<file path="src/hw/dcache_pkg.sv">
// data cache shared definitions

package dcache_pkg;

  // byte address is tag | index | offset
  localparam int addr_width  = 16;
  localparam int offset_bits = 3;
  localparam int index_bits  = 4;
  localparam int num_sets    = 1 << index_bits;
  localparam int tag_bits    = addr_width - index_bits - offset_bits;

  // four ways, one 64-bit word per line
  localparam int num_ways   = 4;
  localparam int way_bits   = 2;
  localparam int data_width = 64;

  typedef enum logic {
    op_load  = 1'b0,
    op_store = 1'b1
  } cache_op_t;

  // controller FSM
  typedef enum logic [2:0] {
    st_idle      = 3'd0,
    st_lookup    = 3'd1,
    st_writeback = 3'd2,
    st_refill    = 3'd3,
    st_respond   = 3'd4
  } ctrl_state_t;

endpackage

</file>
<file path="src/hw/req_fifo.sv">
// two-entry request FIFO

`timescale 1ns/10ps

module req_fifo
  import dcache_pkg::*;
(
  input  logic                  clock,
  input  logic                  reset,
  input  logic                  in_valid,
  output logic                  in_ready,
  input  cache_op_t             in_op,
  input  logic [addr_width-1:0] in_addr,
  input  logic [data_width-1:0] in_data,
  output logic                  out_valid,
  input  logic                  out_ready,
  output cache_op_t             out_op,
  output logic [addr_width-1:0] out_addr,
  output logic [data_width-1:0] out_data
);

  cache_op_t             op_mem   [2];
  logic [addr_width-1:0] addr_mem [2];
  logic [data_width-1:0] data_mem [2];
  logic                  wr_ptr;
  logic                  rd_ptr;
  logic [1:0]            count;
  logic                  push;
  logic                  pop;

  // full at two entries
  assign in_ready  = count != 2'd2;
  assign out_valid = count != 2'd0;
  assign push      = in_valid && in_ready;
  assign pop       = out_valid && out_ready;

  assign out_op   = op_mem[rd_ptr];
  assign out_addr = addr_mem[rd_ptr];
  assign out_data = data_mem[rd_ptr];

  always_ff @(posedge clock) begin
    if (reset) begin
      wr_ptr <= 1'b0;
      rd_ptr <= 1'b0;
      count  <= 2'd0;
    end else begin
      if (push) begin
        wr_ptr <= ~wr_ptr;
      end
      if (pop) begin
        rd_ptr <= ~rd_ptr;
      end
      count <= count + {1'b0, push} - {1'b0, pop};
    end
  end

  always_ff @(posedge clock) begin
    if (push) begin
      op_mem[wr_ptr]   <= in_op;
      addr_mem[wr_ptr] <= in_addr;
      data_mem[wr_ptr] <= in_data;
    end
  end

  // a push onto a full buffer leaves count and pointers out of step
  a_no_overflow: assert property (@(posedge clock) disable iff (reset)
    count <= 2'd2 && ((count == 2'd1) == (wr_ptr != rd_ptr)));

endmodule

</file>
<file path="config.mk">
export PLATFORM = sky130hd
export DESIGN_NAME = req_fifo
export DESIGN_NICKNAME = d
export VERILOG_FILES = /design/src/hw/dcache_pkg.sv /design/src/hw/req_fifo.sv
export SDC_FILE = /design/constraint.sdc
export NUM_CORES = 1
export LEC_CHECK = 0
export ABC_CLOCK_PERIOD_IN_PS = 6600
export BUFFER_PORTS_ARGS = -buffer_cell sky130_fd_sc_hd__buf_4
export CORE_UTILIZATION = 53
export DETAILED_ROUTE_END_ITERATION = 10
export HOLD_SLACK_MARGIN = 0.12
export PLACE_DENSITY = 0.81
export SETUP_SLACK_MARGIN = 0.3
export SLEW_MARGIN = 20
export SYNTH_ARGS = -nofsm -noshare
export SYNTH_HDL_FRONTEND = slang
export SYNTH_SLANG_ARGS = --single-unit
</file>
<file path="constraint.sdc">
create_clock -name clock -period 6.6 [get_ports clock]
set_input_delay 1.32 -clock clock [delete_from_list [all_inputs] [get_ports clock]]
set_output_delay 1.32 -clock clock [all_outputs]
set_load 0.01 [all_outputs]
</file>
# --- Word-level counts from Yosys, hierarchy flattened ---
# Memories as Yosys holds them, arrays and structs flattened. A register that Yosys moved wholly into a read port is not among the register bits.
# Index checks and enable logic that the tools add are counted.
word_totals:
  output_inout_bits: 83
  inputBits: 85
  register_bits: 4
  mem_bits_rw: 162
  mem_count: 3
  elab_cells: 22
mem_list:
  columns: ["name", "words", "width", "rd", "rd_clocked_by_memory_dff", "wr", "line", "rtl"]
  rows:
  - ["data_mem", 2, 64, 1, 1, 1, "req_fifo.sv:24", "logic [data_width-1:0] data_mem [2];"]
  - ["addr_mem", 2, 16, 1, 1, 1, "req_fifo.sv:23", "logic [addr_width-1:0] addr_mem [2];"]
  - ["op_mem", 2, 1, 1, 1, 1, "req_fifo.sv:22", "cache_op_t op_mem [2];"]
op_classes:
  n_bitwise: 2
  add_sub_neg: 2
  n_mux: 8
  n_eq_ne: 1
  reduce_logical: 3
op_table:
  columns: ["operator", "count"]
  rows:
  - ["two-way mux 1 bit", 8]
  - ["adder 2 x 1 -> 2 bit", 1]
  - ["logical AND 1 bit", 2]
  - ["inequality test 2 bit (second input constant)", 1]
  - ["NOT 1 bit", 2]
  - ["nonzero test 2 bit", 1]
  - ["subtractor 2 x 1 -> 2 bit", 1]

# --- Depth between registers and ports, before layout ---
# Gate-level depths: netlist of the first run.
depth:
  word_depth: 4
  mapped_depth: 8
  ltp_nobuf: 8

# --- Worst setup path before layout of the first run ---
# OpenSTA, ideal clock, no wires.
synth_timing:
  kind: "input-to-reg"
  start: "input port in_valid"
  end: "memory addr_mem[0][0] (enable)"
  t_required_ns: 6.079
  slack_ns: 1.298
  arrival_ns: 4.781
  cell_stages: 2
  path_buffers: 0
  setup_ns: 0.521
  cell_sequence: "nand2_1 > nor2_1"
synth_via:
  elab_chain_cells: 3
synth_rtl:
  columns: ["element", "line", "rtl"]
  rows:
  - ["from (decl)", "req_fifo.sv:10", "input logic in_valid,"]
  - ["logical AND 1 bit", "req_fifo.sv:34", "assign push = in_valid && in_ready;"]
  - ["two-way mux 1 bit", "req_fifo.sv:58", "if (push) begin"]
  - ["two-way mux 1 bit (implied by the code)", "req_fifo.sv:60", "addr_mem[wr_ptr] <= in_addr;"]
  - ["to (decl)", "req_fifo.sv:23", null]
# No other way between the ends.

==> flow_summary.toml, run 1 <==
[power]
p_leak_uw = 0.00327
peakVddDrop_uv = 277
p_int_uw = 2340
p_comb_frac = 0.262
switching_share = 0.246
pwr-share-clk = 0.275
seq_power_share = 0.463
power.density_mw_per_mm2 = 373
p_sw_uw = 762

[final_layout]
final_util = 0.695
n_antenna_cell = 0
nFillCells = 767
multiInputGateArea_mm2 = 0.00135
regArea_mm2 = 0.00497
areaGrowthSynthToFinish_pct = 28.2
final_net_count = 543
layout-drive-gt1-share = 0.595

[grt]
antenna_found_initial = 0
grt_use_total = 0.172
grt_max_degree = 82
grt_pass1_wl_um = 15800
gr-total-overflow = 0
first_global_vias = 3196

[timing]
tightest_slew_ns = 1.09
slew_violations = 0
setup_viol = 0
setup_tns_ns = 0
rsz0062_at_grt = "false"
max_clock_freq_mhz = 261
period_share = 0.579
post-route-min-period_ns = 3.82
clock_skew_ns = 0.00425
hold_viol = 0
relSlewSlack = 0.270

[detailed_routing]
dr.first_iter.drc_count = 128
wl_per_cell_um = 16.9
drcViolationCount = 0
postRouteAntennaNets = 0
wirelength_um = 10400
via_count = 3079
viasPerCell = 5.01
drtPass1Iterations = 4

[synthesis]
avgSynthCellArea_um2 = 23.5
yosysSeqAreaShare = 0.766
synth_seq_cells = 167
yosysWarningCount = 0
synth_area_mm2 = 0.00648
synth.net_count = 363
synthDistinctLibCells = 17
netlist_instances = 276

[cts]
postCtsHoldBufs = 0
cts_setup_buffers = 0
clk_latency_ns = 0.41
htree_levels = 4
cts_sinks = 167
root_buffer = "clkbuf_16"
cts-resized-gates = 0
cts.path.max_buffers = 2
cts.clk_slew.worst_paths_ns = 0.05
cts_tree = "done"
cts_made_buffers = 17

[placement]
port_buffers = 167
routabilityCongestion = 0.750
dp_hpwl_um = 6770

[die]
coreArea_mm2 = 0.0120
num_rows = 40
die_w_um = 113
start_util = 0.542
die_y_um = 113
dieArea_mm2 = 0.0127
pin_count = 168

[job]
maxCapViolCount = 0

[critical_path]
worst-setup-path-type = "flip-flop to output port"
cp_data_required_time_ns = 5.28
worst-path-max-fanout = 58
worstSetupStartpointType = "flip-flop"
crit_arrival_ns = 2.50
endpoint_kind = "output port"
rrSetupSlack_ns = 4.34

[min_path]
hp-class = "flip-flop to flip-flop"

[run_status]
status = "complete, no violations"
==> final cells by class <==
type / instances / share of cell area
timing repair buffer: 170 / 0.156
tap: 147 / 0.0221
sequential: 167 / 0.598
clock inverter: 7 / 0.00678
inverter: 1 / 0.000452
clock buffer: 23 / 0.0539
multi-input combinational: 99 / 0.163
==> layout by cell type, fill, tap and decap left out, types with 2 or more instances in the layout <==
master and count:
dfxtp_1 4, nor2b_1 2, edfxtp_1 162, nor2_1 4, buf_4 169, mux2_2 2, clkinv_2 3, clkinv_1 3
clkbuf_16 17, mux2_4 80, clkbuf_1 6, xnor2_1 2, ha_1 2
==> flip-flops by register name, summed over array words and instances, names as in the netlist, named ones only <==
name and count:
count 2, rd_ptr 1, op_mem 2, wr_ptr 1, addr_mem 32, data_mem 128
==> power by group through the flow <==
stage / Clock [uW] / Combinational [uW] / Sequential, uW
global placement: 0 / 800 / 1460
CTS: 869 / 817 / 1440
global route: 907 / 865 / 1450
floorplan: 0 / 597 / 1400
finish: 851 / 813 / 1440
detailed placement: 0 / 814 / 1460
==> per-layer routing <==
| layer | track usage | vias up | routed length (um) |
|---|---|---|---|
| met1 | 0.192 | 1489 | 3980 |
| met5 | 0 | - | 0 |
| met3 | 0.0653 | 21 | 735 |
| li1 | - | 1442 | - |
| met4 | 0.0951 | 0 | 265 |
| met2 | 0.286 | 127 | 5390 |
==> cells by family (layout without fill, tap and decap cells) <==
family | Yosys count | in the layout | synth area share
flip-flops | 167 | 167 | 0.766
multiplexers | 82 | 82 | 0.189
AND/OR/NAND/NOR | 11 | 11 | 0.00869
buffers and inverters | 10 | 201 | 0.0270
XOR/XNOR | 3 | 3 | 0.00406
adder cells (fa/ha/maj) | 2 | 2 | 0.00386
AO/OA/AOI/OAI | 1 | 1 | 0.00116
==> Yosys cell counts, drive strengths merged <==
cell | number | area [um^2]
nand2 | 1 | 3.75
dfxtp | 5 | 100
and3 | 1 | 6.26
edfxtp | 162 | 4860
xor2 | 1 | 8.76
ha | 2 | 25.0
buf | 9 | 171
or2 | 1 | 6.26
nand2b | 1 | 8.76
nor2 | 5 | 18.8
mux2 | 82 | 1220
xnor2 | 2 | 17.5
inv | 1 | 3.75
nor2b | 2 | 12.5
o21a | 1 | 7.51
==> through the flow <==
stage               total power, uW  hold WS [ns]  instances  area [um^2]  setup slack [ns]
floorplan                      1990         0.481        276         6480              1.30
global placement               2260         0.496        583         7780              3.15
detailed placement             2280         0.508        583         7780              3.14
CTS                            3130         0.531        613         8280              2.69
global route                   3230         0.595        614         8310              2.63
finish                         3100         0.527        614         8310              2.78
==> critical path, stage by stage, from the launching register on <==
cell and delay, ns:
dfxtp_4 1.01, buf_4 0.55, mux2_4 0.35, buf_4 0.14
==> worst paths after layout <==
path	startpoint	endpoint	depth (start not counted)
worst max-delay path	flip-flop	out_data[25]	3
worst min-delay path	rd_ptr	rd_ptr	2
worst min register to register	rd_ptr	rd_ptr	2
worst max register to register	count[0]	data_mem[0][33]	4
(Power assumes the default switching activity.)
==> inputs of run 2 (changes only) <==
--- a/config.mk
+++ b/config.mk
@@ -5,12 +5,12 @@
 export SDC_FILE = /design/constraint.sdc
 export NUM_CORES = 1
 export LEC_CHECK = 0
-export ABC_CLOCK_PERIOD_IN_PS = 6600
+export ABC_CLOCK_PERIOD_IN_PS = 3200
 export BUFFER_PORTS_ARGS = -buffer_cell sky130_fd_sc_hd__buf_4
-export CORE_UTILIZATION = 53
+export CORE_UTILIZATION = 47
 export DETAILED_ROUTE_END_ITERATION = 10
 export HOLD_SLACK_MARGIN = 0.12
-export PLACE_DENSITY = 0.81
+export PLACE_DENSITY = 0.76
 export SETUP_SLACK_MARGIN = 0.3
 export SLEW_MARGIN = 20
 export SYNTH_ARGS = -nofsm -noshare
==> constraint.sdc (replaced) <==
create_clock -name clock -period 3.2 [get_ports clock]
set_input_delay 0.64 -clock clock [delete_from_list [all_inputs] [get_ports clock]]
set_output_delay 0.64 -clock clock [all_outputs]
set_load 0.01 [all_outputs]
==> flow_summary.toml, run 2 (synthesized netlist as in run 1, its figures left out) <==
[cts]
clk_latency_ns = 0.41
cts_tree = "done"
postCtsHoldBufs = 0
htree_levels = 4
cts_made_buffers = 17
cts.path.max_buffers = 2
cts_sinks = 167
cts_setup_buffers = 0
cts.clk_slew.worst_paths_ns = 0.06
root_buffer = "clkbuf_16"
cts-resized-gates = 0

[critical_path]
worstSetupStartpointType = "flip-flop"
crit_arrival_ns = 1.94
rr_endpoint = "addr_mem[0][12]"
rrSetupSlack_ns = 1.28
r2r_start = "count[0]"
endpoint_kind = "output port"
cp_data_required_time_ns = 2.56
worst-path-max-fanout = 35
worst-setup-path-type = "flip-flop to output port"
r2r_cells = 4

[final_layout]
reg_top3 = "data_mem x128, addr_mem x32"
final_net_count = 545
areaGrowthSynthToFinish_pct = 31.4
multiInputGateArea_mm2 = 0.00135
n_antenna_cell = 0
largest_reg_flops = 128
final_common_cell = "buf_4"
regArea_mm2 = 0.00497
final_cell_mix = "buf_4 (167), edfxtp_1 (162), mux2_4 (80)"
layout-drive-gt1-share = 0.607
nFillCells = 960
regMostFlops = "data_mem"

[die]
pin_count = 168
coreArea_mm2 = 0.0133
num_rows = 42
start_util = 0.485
die_w_um = 119
die_y_um = 119
dieArea_mm2 = 0.0143

[timing]
setup_tns_ns = 0
period_share = 0.808
clock_skew_ns = 0.00710
rsz0062_at_grt = "false"
relSlewSlack = 0.482
tightest_slew_ns = 0.775
max_clock_freq_mhz = 387
postLayoutSetupSlackWorst_ns = 0.615
slew_violations = 0
hold_viol = 0
post-route-min-period_ns = 2.58
setup_viol = 0

[grt]
first_global_vias = 3275
grt_max_degree = 66
grt_pass1_wl_um = 16400
gr-total-overflow = 0
antenna_found_initial = 0
grt_use_total = 0.157

[detailed_routing]
viasPerCell = 4.84
dr.first_iter.drc_count = 154
wirelength_um = 10700
drcViolationCount = 0
via_count = 3134
postRouteAntennaNets = 0
wl_per_cell_um = 16.5
drtPass1Iterations = 4

[job]
maxCapViolCount = 0

[min_path]
hold_path_depth = 1
hp-class = "primary input to flip-flop"
hp-start = "in_data[36]"
min_to = "data_mem[0][36]"

[power]
p_leak_uw = 0.00334
peakVddDrop_uv = 461
power.density_mw_per_mm2 = 794

[placement]
dp_hpwl_um = 7050
port_buffers = 167
routabilityCongestion = 0.698
place_ws_ns = 1.03

[run_status]
status = "complete, no violations"
## run 2: worst max-delay path by stage
stage	slack [ns]	to	cells past startpoint
finish	0.62	out_op	3
global route	0.51	out_op	3
CTS	0.55	out_op	3
detailed placement	1.03	out_op	3
global placement	1.03	out_op	3
floorplan	0.83	addr_mem[0][0]	2
## run 2: stage by stage
step                hold slack, ns  utilization  power, uW  cell area (um^2)  instances
detailed placement           0.503        0.592       4760              7900        615
global route                 0.378        0.638       7030              8510        647
CTS                          0.382        0.638       6850              8510        647
floorplan                    0.481            -       4090              6490        276
finish                       0.407        0.638       6760              8510        647
global placement             0.493        0.592       4730              7900        615
## run 2: worst max-delay path: stages, from the launching register on
cell and delay [ns]:
dfxtp_4 0.66, buf_12 0.33, mux2_2 0.37, buf_4 0.14
## run 2: layout make-up
cell class,count,share of cell area
tap,176,0.0259
sequential,167,0.584
clock buffer,19,0.0509
multi-input combinational,99,0.159
clock inverter,13,0.0212
inverter,1,0.000441
timing repair buffer,172,0.159
## run 2: per-layer routing
metal,GRT usage,vias to the layer above,wire (um)
li1,-,1455,-
met1,0.175,1559,4230
met2,0.261,110,5510
met3,0.0685,10,877
met4,0.0633,0,90
met5,0,-,0
## run 2: power breakdown
part | internal [uW] | leakage [uW] | switching [uW]
registers | 2750 | 0.00156 | 133
logic | 1050 | 0.00149 | 752
clock network | 1300 | 0.000298 | 776
