$ cat config.mk
export PLATFORM = sky130hd
export DESIGN_NAME = dcache_ctrl
export DESIGN_NICKNAME = d
export VERILOG_FILES = /design/src/hw/dcache_pkg.sv /design/src/hw/dcache_ctrl.sv
export SDC_FILE = /design/constraint.sdc
export NUM_CORES = 1
export LEC_CHECK = 0
export ABC_CLOCK_PERIOD_IN_PS = 12300
export BUFFER_PORTS_ARGS = -buffer_cell sky130_fd_sc_hd__buf_2
export CAP_MARGIN = 25
export CORE_AREA = 2 2 207 209
export CTS_BUF_LIST = sky130_fd_sc_hd__clkbuf_16
export CTS_CLUSTER_DIAMETER = 150
export DETAILED_ROUTE_END_ITERATION = 6
export DIE_AREA = 0 0 209 211
export SYNTH_ARGS = -nofsm -noshare
export SYNTH_HDL_FRONTEND = slang
export SYNTH_SLANG_ARGS = --single-unit
$ cat constraint.sdc
create_clock -name clock -period 12.3 [get_ports clock]
set_input_delay 0.615 -clock clock [delete_from_list [all_inputs] [get_ports clock]]
set_output_delay 0.615 -clock clock [all_outputs]
set_load 0.02 [all_outputs]
$ cat src/hw/dcache_pkg.sv
// data cache shared definitions

package dcache_pkg;

  // byte address is tag | index | offset
  localparam int addr_width  = 16;
  localparam int offset_bits = 3;
  localparam int index_bits  = 4;
  localparam int num_sets    = 1 << index_bits;
  localparam int tag_bits    = addr_width - index_bits - offset_bits;

  // four ways, one 64-bit word per line
  localparam int num_ways   = 4;
  localparam int way_bits   = 2;
  localparam int data_width = 64;

  typedef enum logic {
    op_load  = 1'b0,
    op_store = 1'b1
  } cache_op_t;

  // controller FSM
  typedef enum logic [2:0] {
    st_idle      = 3'd0,
    st_lookup    = 3'd1,
    st_writeback = 3'd2,
    st_refill    = 3'd3,
    st_respond   = 3'd4
  } ctrl_state_t;

endpackage

$ cat src/hw/dcache_ctrl.sv
// blocking cache controller

`timescale 1ns/10ps

module dcache_ctrl
  import dcache_pkg::*;
(
  input  logic                  clock,
  input  logic                  reset,
  input  logic                  fifo_valid,
  output logic                  fifo_ready,
  input  cache_op_t             fifo_op,
  input  logic [addr_width-1:0] fifo_addr,
  input  logic [data_width-1:0] fifo_data,
  output logic                  resp_valid,
  input  logic                  resp_ready,
  output logic [data_width-1:0] resp_data,
  output logic                  mem_req_valid,
  input  logic                  mem_req_ready,
  output logic                  mem_req_write,
  output logic [addr_width-1:0] mem_req_addr,
  output logic [data_width-1:0] mem_req_data,
  input  logic                  mem_resp_valid,
  input  logic [data_width-1:0] mem_resp_data,
  output logic [addr_width-1:0] addr,
  input  logic                  hit,
  input  logic [way_bits-1:0]   hit_way,
  input  logic [data_width-1:0] hit_data,
  input  logic [way_bits-1:0]   victim_way,
  input  logic                  victim_dirty,
  input  logic [tag_bits-1:0]   victim_tag,
  input  logic [data_width-1:0] victim_data,
  output logic                  write_en,
  output logic [way_bits-1:0]   write_way,
  output logic [data_width-1:0] write_data,
  output logic                  write_dirty,
  output logic                  access_en,
  output logic [way_bits-1:0]   access_way
);

  ctrl_state_t           state;
  cache_op_t             req_op;
  logic [addr_width-1:0] req_addr;
  logic [data_width-1:0] req_data;
  logic [way_bits-1:0]   fill_way;
  logic [index_bits-1:0] req_index;
  logic                  mem_req_fire;

  assign addr         = req_addr;
  assign req_index    = req_addr[offset_bits +: index_bits];
  assign fifo_ready   = state == st_idle;
  assign resp_valid   = state == st_respond;
  assign mem_req_fire = mem_req_valid && mem_req_ready;

  // array write and replacement strobes
  always_comb begin
    write_en    = 1'b0;
    write_way   = fill_way;
    write_data  = req_data;
    write_dirty = 1'b1;
    access_en   = 1'b0;
    access_way  = fill_way;
    case (state)
      st_lookup: begin
        if (hit) begin
          // a load hit only touches the tree bits
          write_en   = req_op == op_store;
          write_way  = hit_way;
          access_en  = 1'b1;
          access_way = hit_way;
        end else if (req_op == op_store && !victim_dirty) begin
          write_en   = 1'b1;
          write_way  = victim_way;
          access_en  = 1'b1;
          access_way = victim_way;
        end
      end
      st_writeback: begin
        // store word goes in once the old line has left
        if (mem_req_fire && req_op == op_store) begin
          write_en  = 1'b1;
          access_en = 1'b1;
        end
      end
      st_refill: begin
        if (mem_resp_valid) begin
          write_en    = 1'b1;
          write_data  = mem_resp_data;
          write_dirty = 1'b0;
          access_en   = 1'b1;
        end
      end
      default: write_en = 1'b0;
    endcase
  end

  always_ff @(posedge clock) begin
    if (reset) begin
      state         <= st_idle;
      mem_req_valid <= 1'b0;
    end else begin
      case (state)
        st_idle: begin
          if (fifo_valid) begin
            state <= st_lookup;
          end
        end
        st_lookup: begin
          if (hit) begin
            state <= (req_op == op_load) ? st_respond : st_idle;
          end else if (victim_dirty) begin
            mem_req_valid <= 1'b1;
            state         <= st_writeback;
          end else if (req_op == op_load) begin
            mem_req_valid <= 1'b1;
            state         <= st_refill;
          end else begin
            state <= st_idle;
          end
        end
        st_writeback: begin
          // loads chain straight into the read request
          if (mem_req_fire) begin
            mem_req_valid <= req_op == op_load;
            state         <= (req_op == op_load) ? st_refill : st_idle;
          end
        end
        st_refill: begin
          if (mem_req_fire) begin
            mem_req_valid <= 1'b0;
          end
          if (mem_resp_valid) begin
            state <= st_respond;
          end
        end
        st_respond: begin
          if (resp_ready) begin
            state <= st_idle;
          end
        end
        default: state <= st_idle;
      endcase
    end
  end

  // request, memory request and response payloads
  always_ff @(posedge clock) begin
    if (fifo_valid && fifo_ready) begin
      req_op   <= fifo_op;
      req_addr <= fifo_addr;
      req_data <= fifo_data;
    end
    if (state == st_lookup) begin
      fill_way <= victim_way;
      if (victim_dirty) begin
        mem_req_write <= 1'b1;
        mem_req_addr  <= {victim_tag, req_index, {offset_bits{1'b0}}};
        mem_req_data  <= victim_data;
      end else begin
        mem_req_write <= 1'b0;
        mem_req_addr  <= {req_addr[addr_width-1:offset_bits], {offset_bits{1'b0}}};
      end
      if (hit && req_op == op_load) begin
        resp_data <= hit_data;
      end
    end
    if (state == st_writeback && mem_req_fire) begin
      mem_req_write <= 1'b0;
      mem_req_addr  <= {req_addr[addr_width-1:offset_bits], {offset_bits{1'b0}}};
    end
    if (state == st_refill && mem_resp_valid) begin
      resp_data <= mem_resp_data;
    end
  end

  // response held until taken
  a_resp_hold: assert property (@(posedge clock) disable iff (reset)
    resp_valid && !resp_ready |=> resp_valid && $stable(resp_data));

endmodule

# After elaboration in Yosys (flattened, before gate mapping)
# Index checks and enable logic that the tools add are counted.
[totals] output_inout_bits=235 wordCells=76 ff_bits=232
[op_classes] n_bitwise=1 n_reduce_logical=17 n_mux=36 n_eq_ne=11
[op_table] op="64-bit two-way mux" n=5
[op_table] op="16-bit two-way mux" n=3
[op_table] op="3-bit two-way mux" n=6
[op_table] op="3-bit one-hot mux with 5 select lines" n=1
[op_table] op="1-bit two-way mux" n=13
[op_table] op="2-bit two-way mux" n=5
[op_table] op="2-bit != test (second input constant)" n=5
[op_table] op="1-bit one-hot mux with 3 select lines" n=3
[op_table] op="1-bit logical AND" n=7
[op_table] op="3-bit by 2-bit equality test with 1-bit output (second input constant)" n=2
[op_table] op="2-bit nonzero test" n=3
[op_table] op="5-bit AND reduction" n=1
[op_table] op="2-bit AND reduction" n=2
[op_table] op="4-bit AND reduction" n=1
[op_table] op="3-bit by 1-bit equality test with 1-bit output (second input constant)" n=1
[op_table] op="3-bit equality test (second input constant)" n=1
[op_table] op="3-bit zero test" n=1
[op_table] op="3-bit != test (second input constant)" n=1
[op_table] op="3-bit nonzero test" n=1
[op_table] op="2-bit by 1-bit != test with 1-bit output (second input constant)" n=1
[op_table] op="1-bit zero test" n=1
[op_table] op="1-bit inverter" n=1

# Logic depth before layout (Yosys ltp)
# Gate-level depths: netlist of run 1.
[logic_depth] word_depth=5 ltp_mapped=8 depth_no_buf=5

# Worst setup path after synthesis of run 1
# No wires, ideal clock.
[synth_path] path_kind="input -> register" from="in hit" to="reg state[2]" path_buffers=0 arrival_time_ns=4.629 slack_ns=7.600 path_stages=4 path_cell_list="inv_1 or3_1 a21oi_1 o21ba_2"
[synth_between] elab_chain_cells=2
[synth_lines] item="start, declared" line="dcache_ctrl.sv:26" text="input logic hit,"
[synth_lines] item="3-bit two-way mux" line="dcache_ctrl.sv:109" text="if (hit) begin"
[synth_lines] item="3-bit one-hot mux with 5 select lines" line="dcache_ctrl.sv:102" text="case (state)"
[synth_lines] item="end signal, assigned" line="dcache_ctrl.sv:105" text="state <= st_lookup;"
[synth_lines] item="end signal, assigned" line="dcache_ctrl.sv:110" text="state <= (req_op == op_load) ? st_respond : st_idle;"
[synth_lines] item="end signal, assigned" line="dcache_ctrl.sv:113" text="state <= st_writeback;"
[synth_lines] item="end, declared" line="dcache_ctrl.sv:41" text="ctrl_state_t state;"
# No other way between the ends.
# A chain may end at the register's enable or synchronous reset.

# Worst setup path in the final report of run 1
[layout_path] from="reg state[2]" to="out write_data[1]"
[layout_between] elab_chain_cells=2
[layout_lines] item="start signal, assigned" line="dcache_ctrl.sv:99" text="state <= st_idle;"
[layout_lines] item="start signal, assigned" line="dcache_ctrl.sv:105"
[layout_lines] item="start signal, assigned" line="dcache_ctrl.sv:110"
[layout_lines] item="3-bit by 2-bit equality test with 1-bit output" line="dcache_ctrl.sv:63" text="case (state)"
[layout_lines] item="64-bit two-way mux" line="dcache_ctrl.sv:63"
[layout_lines] item="end, declared" line="dcache_ctrl.sv:35" text="output logic [data_width-1:0] write_data,"
# No other way between the ends.

==> reports/results.tsv, run 1 <==
metric	value	unit
yosys_warnings	0	
initial_core_util	0.207	
final_area	12700	sq um
met3_usage	0.0244	
clock-sinks	229	
synth_area	8640	sq um
busiest_layer	met2	
critical_path.cell_chain	nand2b_1 -> nor2_4 -> inv_4 -> buf_4 -> nand2_1 -> nand2_1 -> buf_2	
crit_start	state[2]	
crit_required	11.69	ns
post-route-util	0.304	
postRouteAntennaNets	0	
drt_iter0_markers	471	
insertion_delay	0.54	ns
slowest_stage	buf_4	
pre_cts_ws	9.10	ns
drt-vias-per-instance	3.99	
worstSetupPathType	reg -> out	
power_frac_comb	0.136	
yosysUniqueCellTypes	33	
crit_fanout	93	
synth.avg_cell_area	13.4	sq um
grt_antenna_before_repair	2	
clockBufferDepth	3	
p_int	1.46	mW
setup_slack	8.66	ns
slowest_delay	0.75	ns
holdPathEnd	mem_req_data[61]	
via_count	6923	
synth_edf_count	224	
seq_power_share	0.482	
tns	0	ns
drt-total-wl	30300	um
fmax	275	MHz
reg2regPathDepth	3	
ys_ff_latch	229	
min_from	victim_data[61]	
layout-drive-gt1-share	0.489	
sw_frac_of_total	0.259	
grtUsageMet1	0.167	
r2r_slack	9.70	ns
synth_ff_type	edfxtp_1	
finalMaxSlewViolations	0	
worstReg2RegStart	state[0]	
finalCritPeriodShare	0.296	
end_kind	output port	
wl_per_cell	17.5	um
reg2reg_to	mem_req_data[5]	
dr.pass1.iters	7	
grtUsageMet2	0.219	
synthArstFlopShare	0	
report.final.setup_viol	0	
whs_path_depth	1	
worst_slew_pin_slew	0.997	ns
core	41800	sq um
place_area	11800	sq um
cts.clk_slew.worst_paths	0.06	ns
grt_pass1_wl	43000	um
numCtsBuffers	27	
rsz0062_at_grt	false	
grt_usage	0.129	
grt_max_degree	94	
syn_inst	647	
hpwl	23500	um
grt-ovfl-total	0	
floorplan.io_pins	529	
core.rowCount	75	
relSlewSlack	0.335	
skew	0.0192	ns
crit_path_frequent_cell	nand2_1	
clockRootBuffer	clkbuf_16	
area.sequential	6830	sq um
die_w	209	um
ir_worst_vdd	0.0000918	V
power.switching	0.511	mW
die_area	44100	sq um
cts_setup_buffers	0	
nFillCells	4311	
arrival	3.02	ns
p_leak	5.89	nW
fin_nets	1472	
min_period	3.64	ns
grt_pass1_vias	6832	
final_hold_viol_count	0	
multiInputGateArea	1660	sq um
synth_seq_area_share	0.790	
cts-resized-gates	0	
drcViolationCount	0	
status	finished clean	
cts_max_level	1	
p_per_area	156	nW/um^2
die_h	211	um
areaGrowthSynthToFinish	46.6	%
clock_power_share	0.382	
cts_hold_buf	0	
io_buffers	525	
hold_ws	0.241	ns
worstHoldPathType	in -> reg	
cp-start-kind	register	
place_congestion	0.979	
cts_tree	yes	
drv_cap	0	
==> routing by layer <==
metal	wire, um	up-vias
met5	0	-
met4	715	0
met3	1860	42
met2	15400	293
met1	12400	3307
li1	-	3281
==> cell usage after synthesis, drive strengths merged (4+ instances only) <==
| cell | n | share of area |
|---|---|---|
| a21oi | 4 | 0.0023 |
| buf | 26 | 0.019 |
| clkbuf | 4 | 0.0017 |
| dfxtp | 5 | 0.012 |
| edfxtp | 224 | 0.78 |
| inv | 4 | 0.0017 |
| mux2 | 9 | 0.012 |
| nand2 | 326 | 0.14 |
| nand2b | 4 | 0.0029 |
| nor2 | 5 | 0.0025 |
| nor3 | 7 | 0.0046 |
| o21ai | 6 | 0.0035 |
| o22ai | 4 | 0.0029 |
==> cell type report <==
type | count | area share
flip-flops and latches | 229 | 0.539
clock buffers | 27 | 0.0533
multi-input cells | 386 | 0.131
diodes | 1 | 0.000197
well taps | 539 | 0.0532
repair buffers | 530 | 0.210
inverters | 4 | 0.00138
clock inverters | 21 | 0.0124
==> state kept, by name (all words and copies together) (netlist names), 2 cells and up <==
signal / flops
mem_req_data: 64
req_data: 64
resp_data: 64
addr: 16
mem_req_addr: 13
state: 3
fill_way: 2
==> worst max-delay path, delay by kind of cell (launching register included) <==
kind,cells,cell delay (ns)
buf+inv,3,1.22
simple gates,4,0.60
flops,1,0.51
==> worst max-delay path by stage <==
| stage | end | slack, ns |
|---|---|---|
| global placement | write_data[38] | 9.19 |
| global route | write_data[42] | 8.43 |
| finish | write_data[1] | 8.66 |
| floorplan | state[2] | 7.60 |
| CTS | write_data[32] | 8.60 |
| detailed placement | write_data[32] | 9.10 |
==> through the flow <==
stage	std cells	power [mW]
3_5_place_dp	1688	1.24
2_1_floorplan	649	1.11
6_report	1737	1.97
4_1_cts	1736	2.00
3_3_place_gp	1688	1.23
5_1_grt	1736	2.06
==> power groups by stage <==
stage / combinational [mW] / sequential, mW / clock (mW)
finish: 0.269 / 0.951 / 0.753
global route: 0.290 / 0.956 / 0.811
CTS: 0.272 / 0.951 / 0.780
detailed placement: 0.272 / 0.967 / 0
global placement: 0.268 / 0.967 / 0
floorplan: 0.102 / 1.00 / 0
==> kinds of logic (layout without fill, tap and decap cells) <==
group,Yosys count,in the layout,synth area share
DFF,229,229,0.790
buffers and inverters,34,582,0.0220
AOI/OAI and AO/OA,21,21,0.0151
other,1,4,0.000434
and+or+nand+nor,352,352,0.160
muxes,10,10,0.0129
==> layout by cell type, fill, tap and decap left out, types with 3 or more instances in the layout <==
cell type  netlist  layout
inv_1            3       8
nand2_1        326     326
o22ai_1          4       4
nor2_1           4       4
o21ai_0          6       6
nand2b_1         4       4
buf_2           14     525
inv_6            0       3
buf_4           12       5
a21oi_1          4       3
nor3_1           6       6
conb_1           1       3
mux2_2           9       9
dfxtp_1          5       5
clkinv_2         0       5
clkbuf_16        0      27
clkinv_1         0       5
edfxtp_1       224     224
Note: power is estimated with default switching activity, not from simulation.
==> inputs of run 2 (changes only) <==
--- a/config.mk
+++ b/config.mk
@@ -5,14 +5,14 @@
 export SDC_FILE = /design/constraint.sdc
 export NUM_CORES = 1
 export LEC_CHECK = 0
-export ABC_CLOCK_PERIOD_IN_PS = 12300
+export ABC_CLOCK_PERIOD_IN_PS = 3100
 export BUFFER_PORTS_ARGS = -buffer_cell sky130_fd_sc_hd__buf_2
 export CAP_MARGIN = 25
-export CORE_AREA = 2 2 207 209
+export CORE_AREA = 2 2 204 206
 export CTS_BUF_LIST = sky130_fd_sc_hd__clkbuf_16
 export CTS_CLUSTER_DIAMETER = 150
 export DETAILED_ROUTE_END_ITERATION = 6
-export DIE_AREA = 0 0 209 211
+export DIE_AREA = 0 0 206 208
 export SYNTH_ARGS = -nofsm -noshare
 export SYNTH_HDL_FRONTEND = slang
 export SYNTH_SLANG_ARGS = --single-unit
==> constraint.sdc (replaced) <==
create_clock -name clock -period 3.1 [get_ports clock]
set_input_delay 0.155 -clock clock [delete_from_list [all_inputs] [get_ports clock]]
set_output_delay 0.155 -clock clock [all_outputs]
set_load 0.02 [all_outputs]
==> run 2 against run 1 <==
Compared with the run above: die area decreased by 2.8%; setup slack lost 8.2 ns; critical path depth stayed put; count of clock-buffer cells in the layout unchanged; combinational power grew to 5.2 times the previous value; total power rose to 4.2 times the previous value; critical endpoint is now write_data[52].
==> reports/results.tsv, run 2 (same netlist as run 1, synthesis figures left out) <==
metric	value	unit
floorplan.io_pins	529	
setup_slack	0.458	ns
wl_per_cell	17.4	um
cts_max_level	1	
postRouteAntennaNets	0	
min_period	2.64	ns
drt-total-wl	35000	um
arrival	2.49	ns
cp-start-kind	register	
seq_power_share	0.458	
cts_tree	yes	
hpwl	24500	um
grt_antenna_before_repair	5	
power.switching	2.12	mW
final_cell_mix	buf_2 (525), nand2_1 (326), dlygate4sd3_1 (282), edfxtp_1 (224), clkbuf_16 (27)	
grt_usage	0.155	
initial_core_util	0.213	
finalMaxSlewViolations	0	
grt_pass1_wl	50300	um
fmax	378	MHz
ir_worst_vdd	0.000367	V
fin_nets	1758	
io_buffers	525	
clockRootBuffer	clkbuf_16	
drt_iter0_markers	602	
drv_cap	0	
numCtsBuffers	27	
die_h	208	um
core.rowCount	74	
worstHoldPathType	in -> reg	
final_hold_viol_count	0	
grt_pass1_vias	8534	
nFillCells	3935	
area.sequential	6830	sq um
drcViolationCount	0	
p_int	6.12	mW
grt-ovfl-total	0	
relSlewSlack	0.628	
cts.clk_slew.worst_paths	0.06	ns
p_leak	7.10	nW
layout-drive-gt1-share	0.396	
via_count	8254	
core	40600	sq um
rsz0062_at_grt	false	
clock-sinks	229	
clockBufferDepth	3	
finalCritPeriodShare	0.852	
die_area	42800	sq um
die_w	206	um
worst_slew_pin_slew	0.558	ns
sw_frac_of_total	0.258	
end_kind	output port	
crit_fanout	37	
cts_setup_buffers	0	
dr.pass1.iters	4	
pre_cts_ws	0.974	ns
areaGrowthSynthToFinish	80.3	%
insertion_delay	0.53	ns
final_common_cell	buf_2	
report.final.setup_viol	0	
grt_max_degree	66	
skew	0.0119	ns
crit_required	2.94	ns
worstSetupPathType	reg -> out	
status	finished clean	
cts-resized-gates	0	
p_per_area	529	nW/um^2
tns	0	ns
power_frac_comb	0.170	
drt-vias-per-instance	4.10	
multiInputGateArea	1660	sq um
reg_top3	mem_req_data: 64 flops, req_data: 64 flops, resp_data: 64 flops	
place_congestion	0.921	
clock_power_share	0.372	
post-route-util	0.384	
-- run 2: cell types whose count changed in the layout (fill, tap and decap cells not counted), sizes merged --
cell | before | now
inv | 12 | 8
buf | 530 | 534
clkinvlp | 0 | 1
bufinv | 2 | 3
dlygate4sd3 | 0 | 282
-- run 2: path summary, 6_finish.rpt --
check / cells past startpoint / endpoint / slack (ns) / startpoint
hold / removal: 3 / resp_data[11] / 0.02 / mem_resp_data[11]
hold reg to reg: 0 / mem_req_addr[6] / 0.44 / addr[6]
setup / recovery: 7 / write_data[52] / 0.46 / state[2]
setup reg to reg: 7 / resp_data[12] / 0.56 / state[1]
-- run 2: timing repair --
action / CTS / global route
hold buffers: 282 / 0
endpoints found under the setup margin: 0 / 0
endpoints found under the hold margin: 223 / 0
-- run 2: power groups by stage --
stage / clock network (mW) / logic, mW / registers, mW
CTS: 3.15 / 1.40 / 3.77
global route: 3.28 / 1.49 / 3.79
global placement: 0 / 1.09 / 3.83
finish: 3.06 / 1.40 / 3.78
detailed placement: 0 / 1.10 / 3.84
floorplan: 0 / 0.406 / 3.98
-- run 2: area by class of cell --
| type | count | area share |
|---|---|---|
| Tap cell | 532 | 0.0427 |
| Antenna cell | 1 | 0.000161 |
| Inverter | 4 | 0.00112 |
| Sequential cell | 229 | 0.438 |
| Timing Repair Buffer | 816 | 0.358 |
| Multi-Input combinational cell | 386 | 0.106 |
| Clock buffer | 27 | 0.0434 |
| Clock inverter | 19 | 0.0102 |
-- run 2: routing by layer --
layer	part of all wire	GRT usage	vias up	wire length [um]
met2	0.50	0.274	371	17600
met1	0.40	0.190	3967	14100
met4	0.025	0.0406	4	884
li1	-	-	3851	-
met5	0.00074	0	-	26
met3	0.072	0.0338	61	2510
-- run 2: metrics by stage --
stage                     power (mW)  hold slack, ns  instance area [sq um]  std cells
after floorplan                 4.38           0.254                   8660        649
after global placement          4.92           0.331                  11900       1685
after detailed placement        4.94           0.333                  11900       1685
after CTS                       8.32         0.00838                  15600       2013
after global routing            8.57         0.00705                  15600       2013
final                           8.24          0.0245                  15600       2014
-- run 2: worst max-delay path, stage by stage (launching register included) --
cell and delay [ns]:
dfxtp_1 0.50, nand2b_1 0.28, nor2_4 0.09, inv_4 0.36, buf_4 0.33, nand2_1 0.10
nand2_1 0.09, buf_2 0.17
==> inputs of run 3 (changes only) <==
--- a/config.mk
+++ b/config.mk
@@ -13,6 +13,7 @@
 export CTS_CLUSTER_DIAMETER = 150
 export DETAILED_ROUTE_END_ITERATION = 6
 export DIE_AREA = 0 0 206 208
+export PLACE_DENSITY = 0.45
 export SYNTH_ARGS = -nofsm -noshare
 export SYNTH_HDL_FRONTEND = slang
 export SYNTH_SLANG_ARGS = --single-unit
==> run 3 against run 2 <==
Compared with the run above: total power grew 1.2%; sequential power is essentially flat; critical endpoint is now write_data[9]; wire length shrank 0.58%; setup slack lost 0.30 ns; register-to-register slack lost 0.09 ns; via count shrank 1.3%; clock power grew 3%; combinational power is essentially flat; global-route usage shrank 0.19 points; sequential cell count is the same; largest power group unchanged; non-clock buffer count grew 11.
==> reports/results.tsv, run 3 (same netlist as run 1, synthesis figures left out) <==
metric	value	unit
die_w	206	um
final_area	15700	sq um
final_common_cell	buf_2	
floorplan.io_pins	529	
wl_per_cell	17.1	um
hpwl	25100	um
grt_max_degree	66	
clock-sinks	229	
final_hold_viol_count	0	
die_h	208	um
drt-vias-per-instance	4.01	
rsz0062_at_grt	false	
worst_slew_pin_slew	0.783	ns
grt-ovfl-total	0	
place_congestion	0.904	
final_cells	2032	
numCtsBuffers	29	
finalMaxSlewViolations	0	
whs_path_depth	3	
skew	0.0104	ns
p_leak	7.19	nW
clockRootBuffer	clkbuf_16	
arrival	2.78	ns
tns	0	ns
final_cell_mix	buf_2 (525), nand2_1 (326), dlygate4sd3_1 (281), edfxtp_1 (224), clkbuf_16 (29)	
area.sequential	6830	sq um
report.final.setup_viol	0	
areaGrowthSynthToFinish	81.9	%
crit_fanout	65	
insertion_delay	0.55	ns
multiInputGateArea	1660	sq um
pre_cts_ws	0.464	ns
dp.cells	1697	
slowest_stage	dfxtp_1	
reg_top3	mem_req_data: 64 flops, req_data: 64 flops, resp_data: 64 flops	
cp-start-kind	register	
cts_max_level	1	
drcViolationCount	0	
clockBufferDepth	3	
nFillCells	3999	
post-route-util	0.388	
worstHoldPathType	in -> reg	
setup_slack	0.163	ns
postRouteAntennaNets	0	
fmax	340	MHz
cts_tree	yes	
place_area	12000	sq um
worstSetupPathType	reg -> out	
crit_required	2.94	ns
status	finished clean	
min_period	2.94	ns
drt-total-wl	34800	um
p_per_area	530	nW/um^2
end_kind	output port	
grt_pass1_vias	8351	
relSlewSlack	0.478	
grt_pass1_wl	49400	um
critical_path.cell_chain	nand2_1 -> nor2_4 -> clkbuf_8 -> nand2_1 -> nand2_1 -> buf_2	
layout-drive-gt1-share	0.400	
via_count	8143	
core	40600	sq um
drv_cap	0	
dr.pass1.iters	5	
fin_nets	1771	
die_area	42800	sq um
reg2regPathDepth	7	
drt_iter0_markers	455	
initial_core_util	0.213	
slowest_delay	0.59	ns
finalCritPeriodShare	0.947	
crit_path_frequent_cell	nand2_1	
core.rowCount	74	
ir_worst_vdd	0.000367	V
cts.clk_slew.worst_paths	0.06	ns
io_buffers	525	
grt_antenna_before_repair	4	
grt_usage	0.153	
run 3: cell types whose count changed in the layout (fill, tap and decap cells not counted), moves of 2 or more:
| cell | delta |
|---|---|
| clkinv_2 | -3 |
| buf_4 | +11 |
| inv_1 | +4 |
| clkinv_4 | +2 |
| clkbuf_16 | +2 |
run 3: power breakdown:
group	total, mW	switching, mW	internal, mW
Sequential	3.77	0.0822	3.69
Combinational	1.42	0.783	0.633
Clock	3.15	1.30	1.85
Total	8.34	2.17	6.17
run 3: worst paths after layout:
| path | startpoint | end | slack, ns |
|---|---|---|---|
| setup reg to reg | state[2] | resp_data[22] | 0.47 |
| setup / recovery | state[1] | write_data[9] | 0.16 |
| hold / removal | mem_resp_data[14] | resp_data[14] | 0.02 |
| hold reg to reg | addr[3] | mem_req_addr[3] | 0.45 |
run 3: routing by layer:
| metal | GRT usage | part of all wire |
|---|---|---|
| met2 | 0.263 | 0.49 |
| met4 | 0.0534 | 0.032 |
| met3 | 0.0337 | 0.064 |
| met5 | 0 | 0.00089 |
| met1 | 0.189 | 0.41 |
run 3: area by class of cell:
class,instances,area share
flip-flops and latches,229,0.434
clock inverters,23,0.0100
well taps,532,0.0423
diodes,2,0.000318
inverters,4,0.00111
clock buffers,29,0.0462
multi-input cells,386,0.105
repair buffers,827,0.360
run 3: worst max-delay path, delay by kind of cell, from the launching register on:
| family | cells | cell delay (ns) |
|---|---|---|
| buffers and inverters | 2 | 0.70 |
| DFF | 1 | 0.59 |
| and+or+nand+nor | 4 | 0.93 |
run 3: what timing repair did:
action	in CTS	in global routing
endpoints found under the hold margin	224	0
buffers inserted	0	0
resized for setup	1	1
setup endpoints to repair	4	2
hold buffers	281	0
cloned	0	0
run 3: stage by stage:
step,total power [mW],hold slack (ns)
floorplan,4.38,0.254
global placement,4.96,0.332
detailed placement,4.96,0.333
CTS,8.45,0.00682
global route,8.67,0.0279
finish,8.34,0.0155
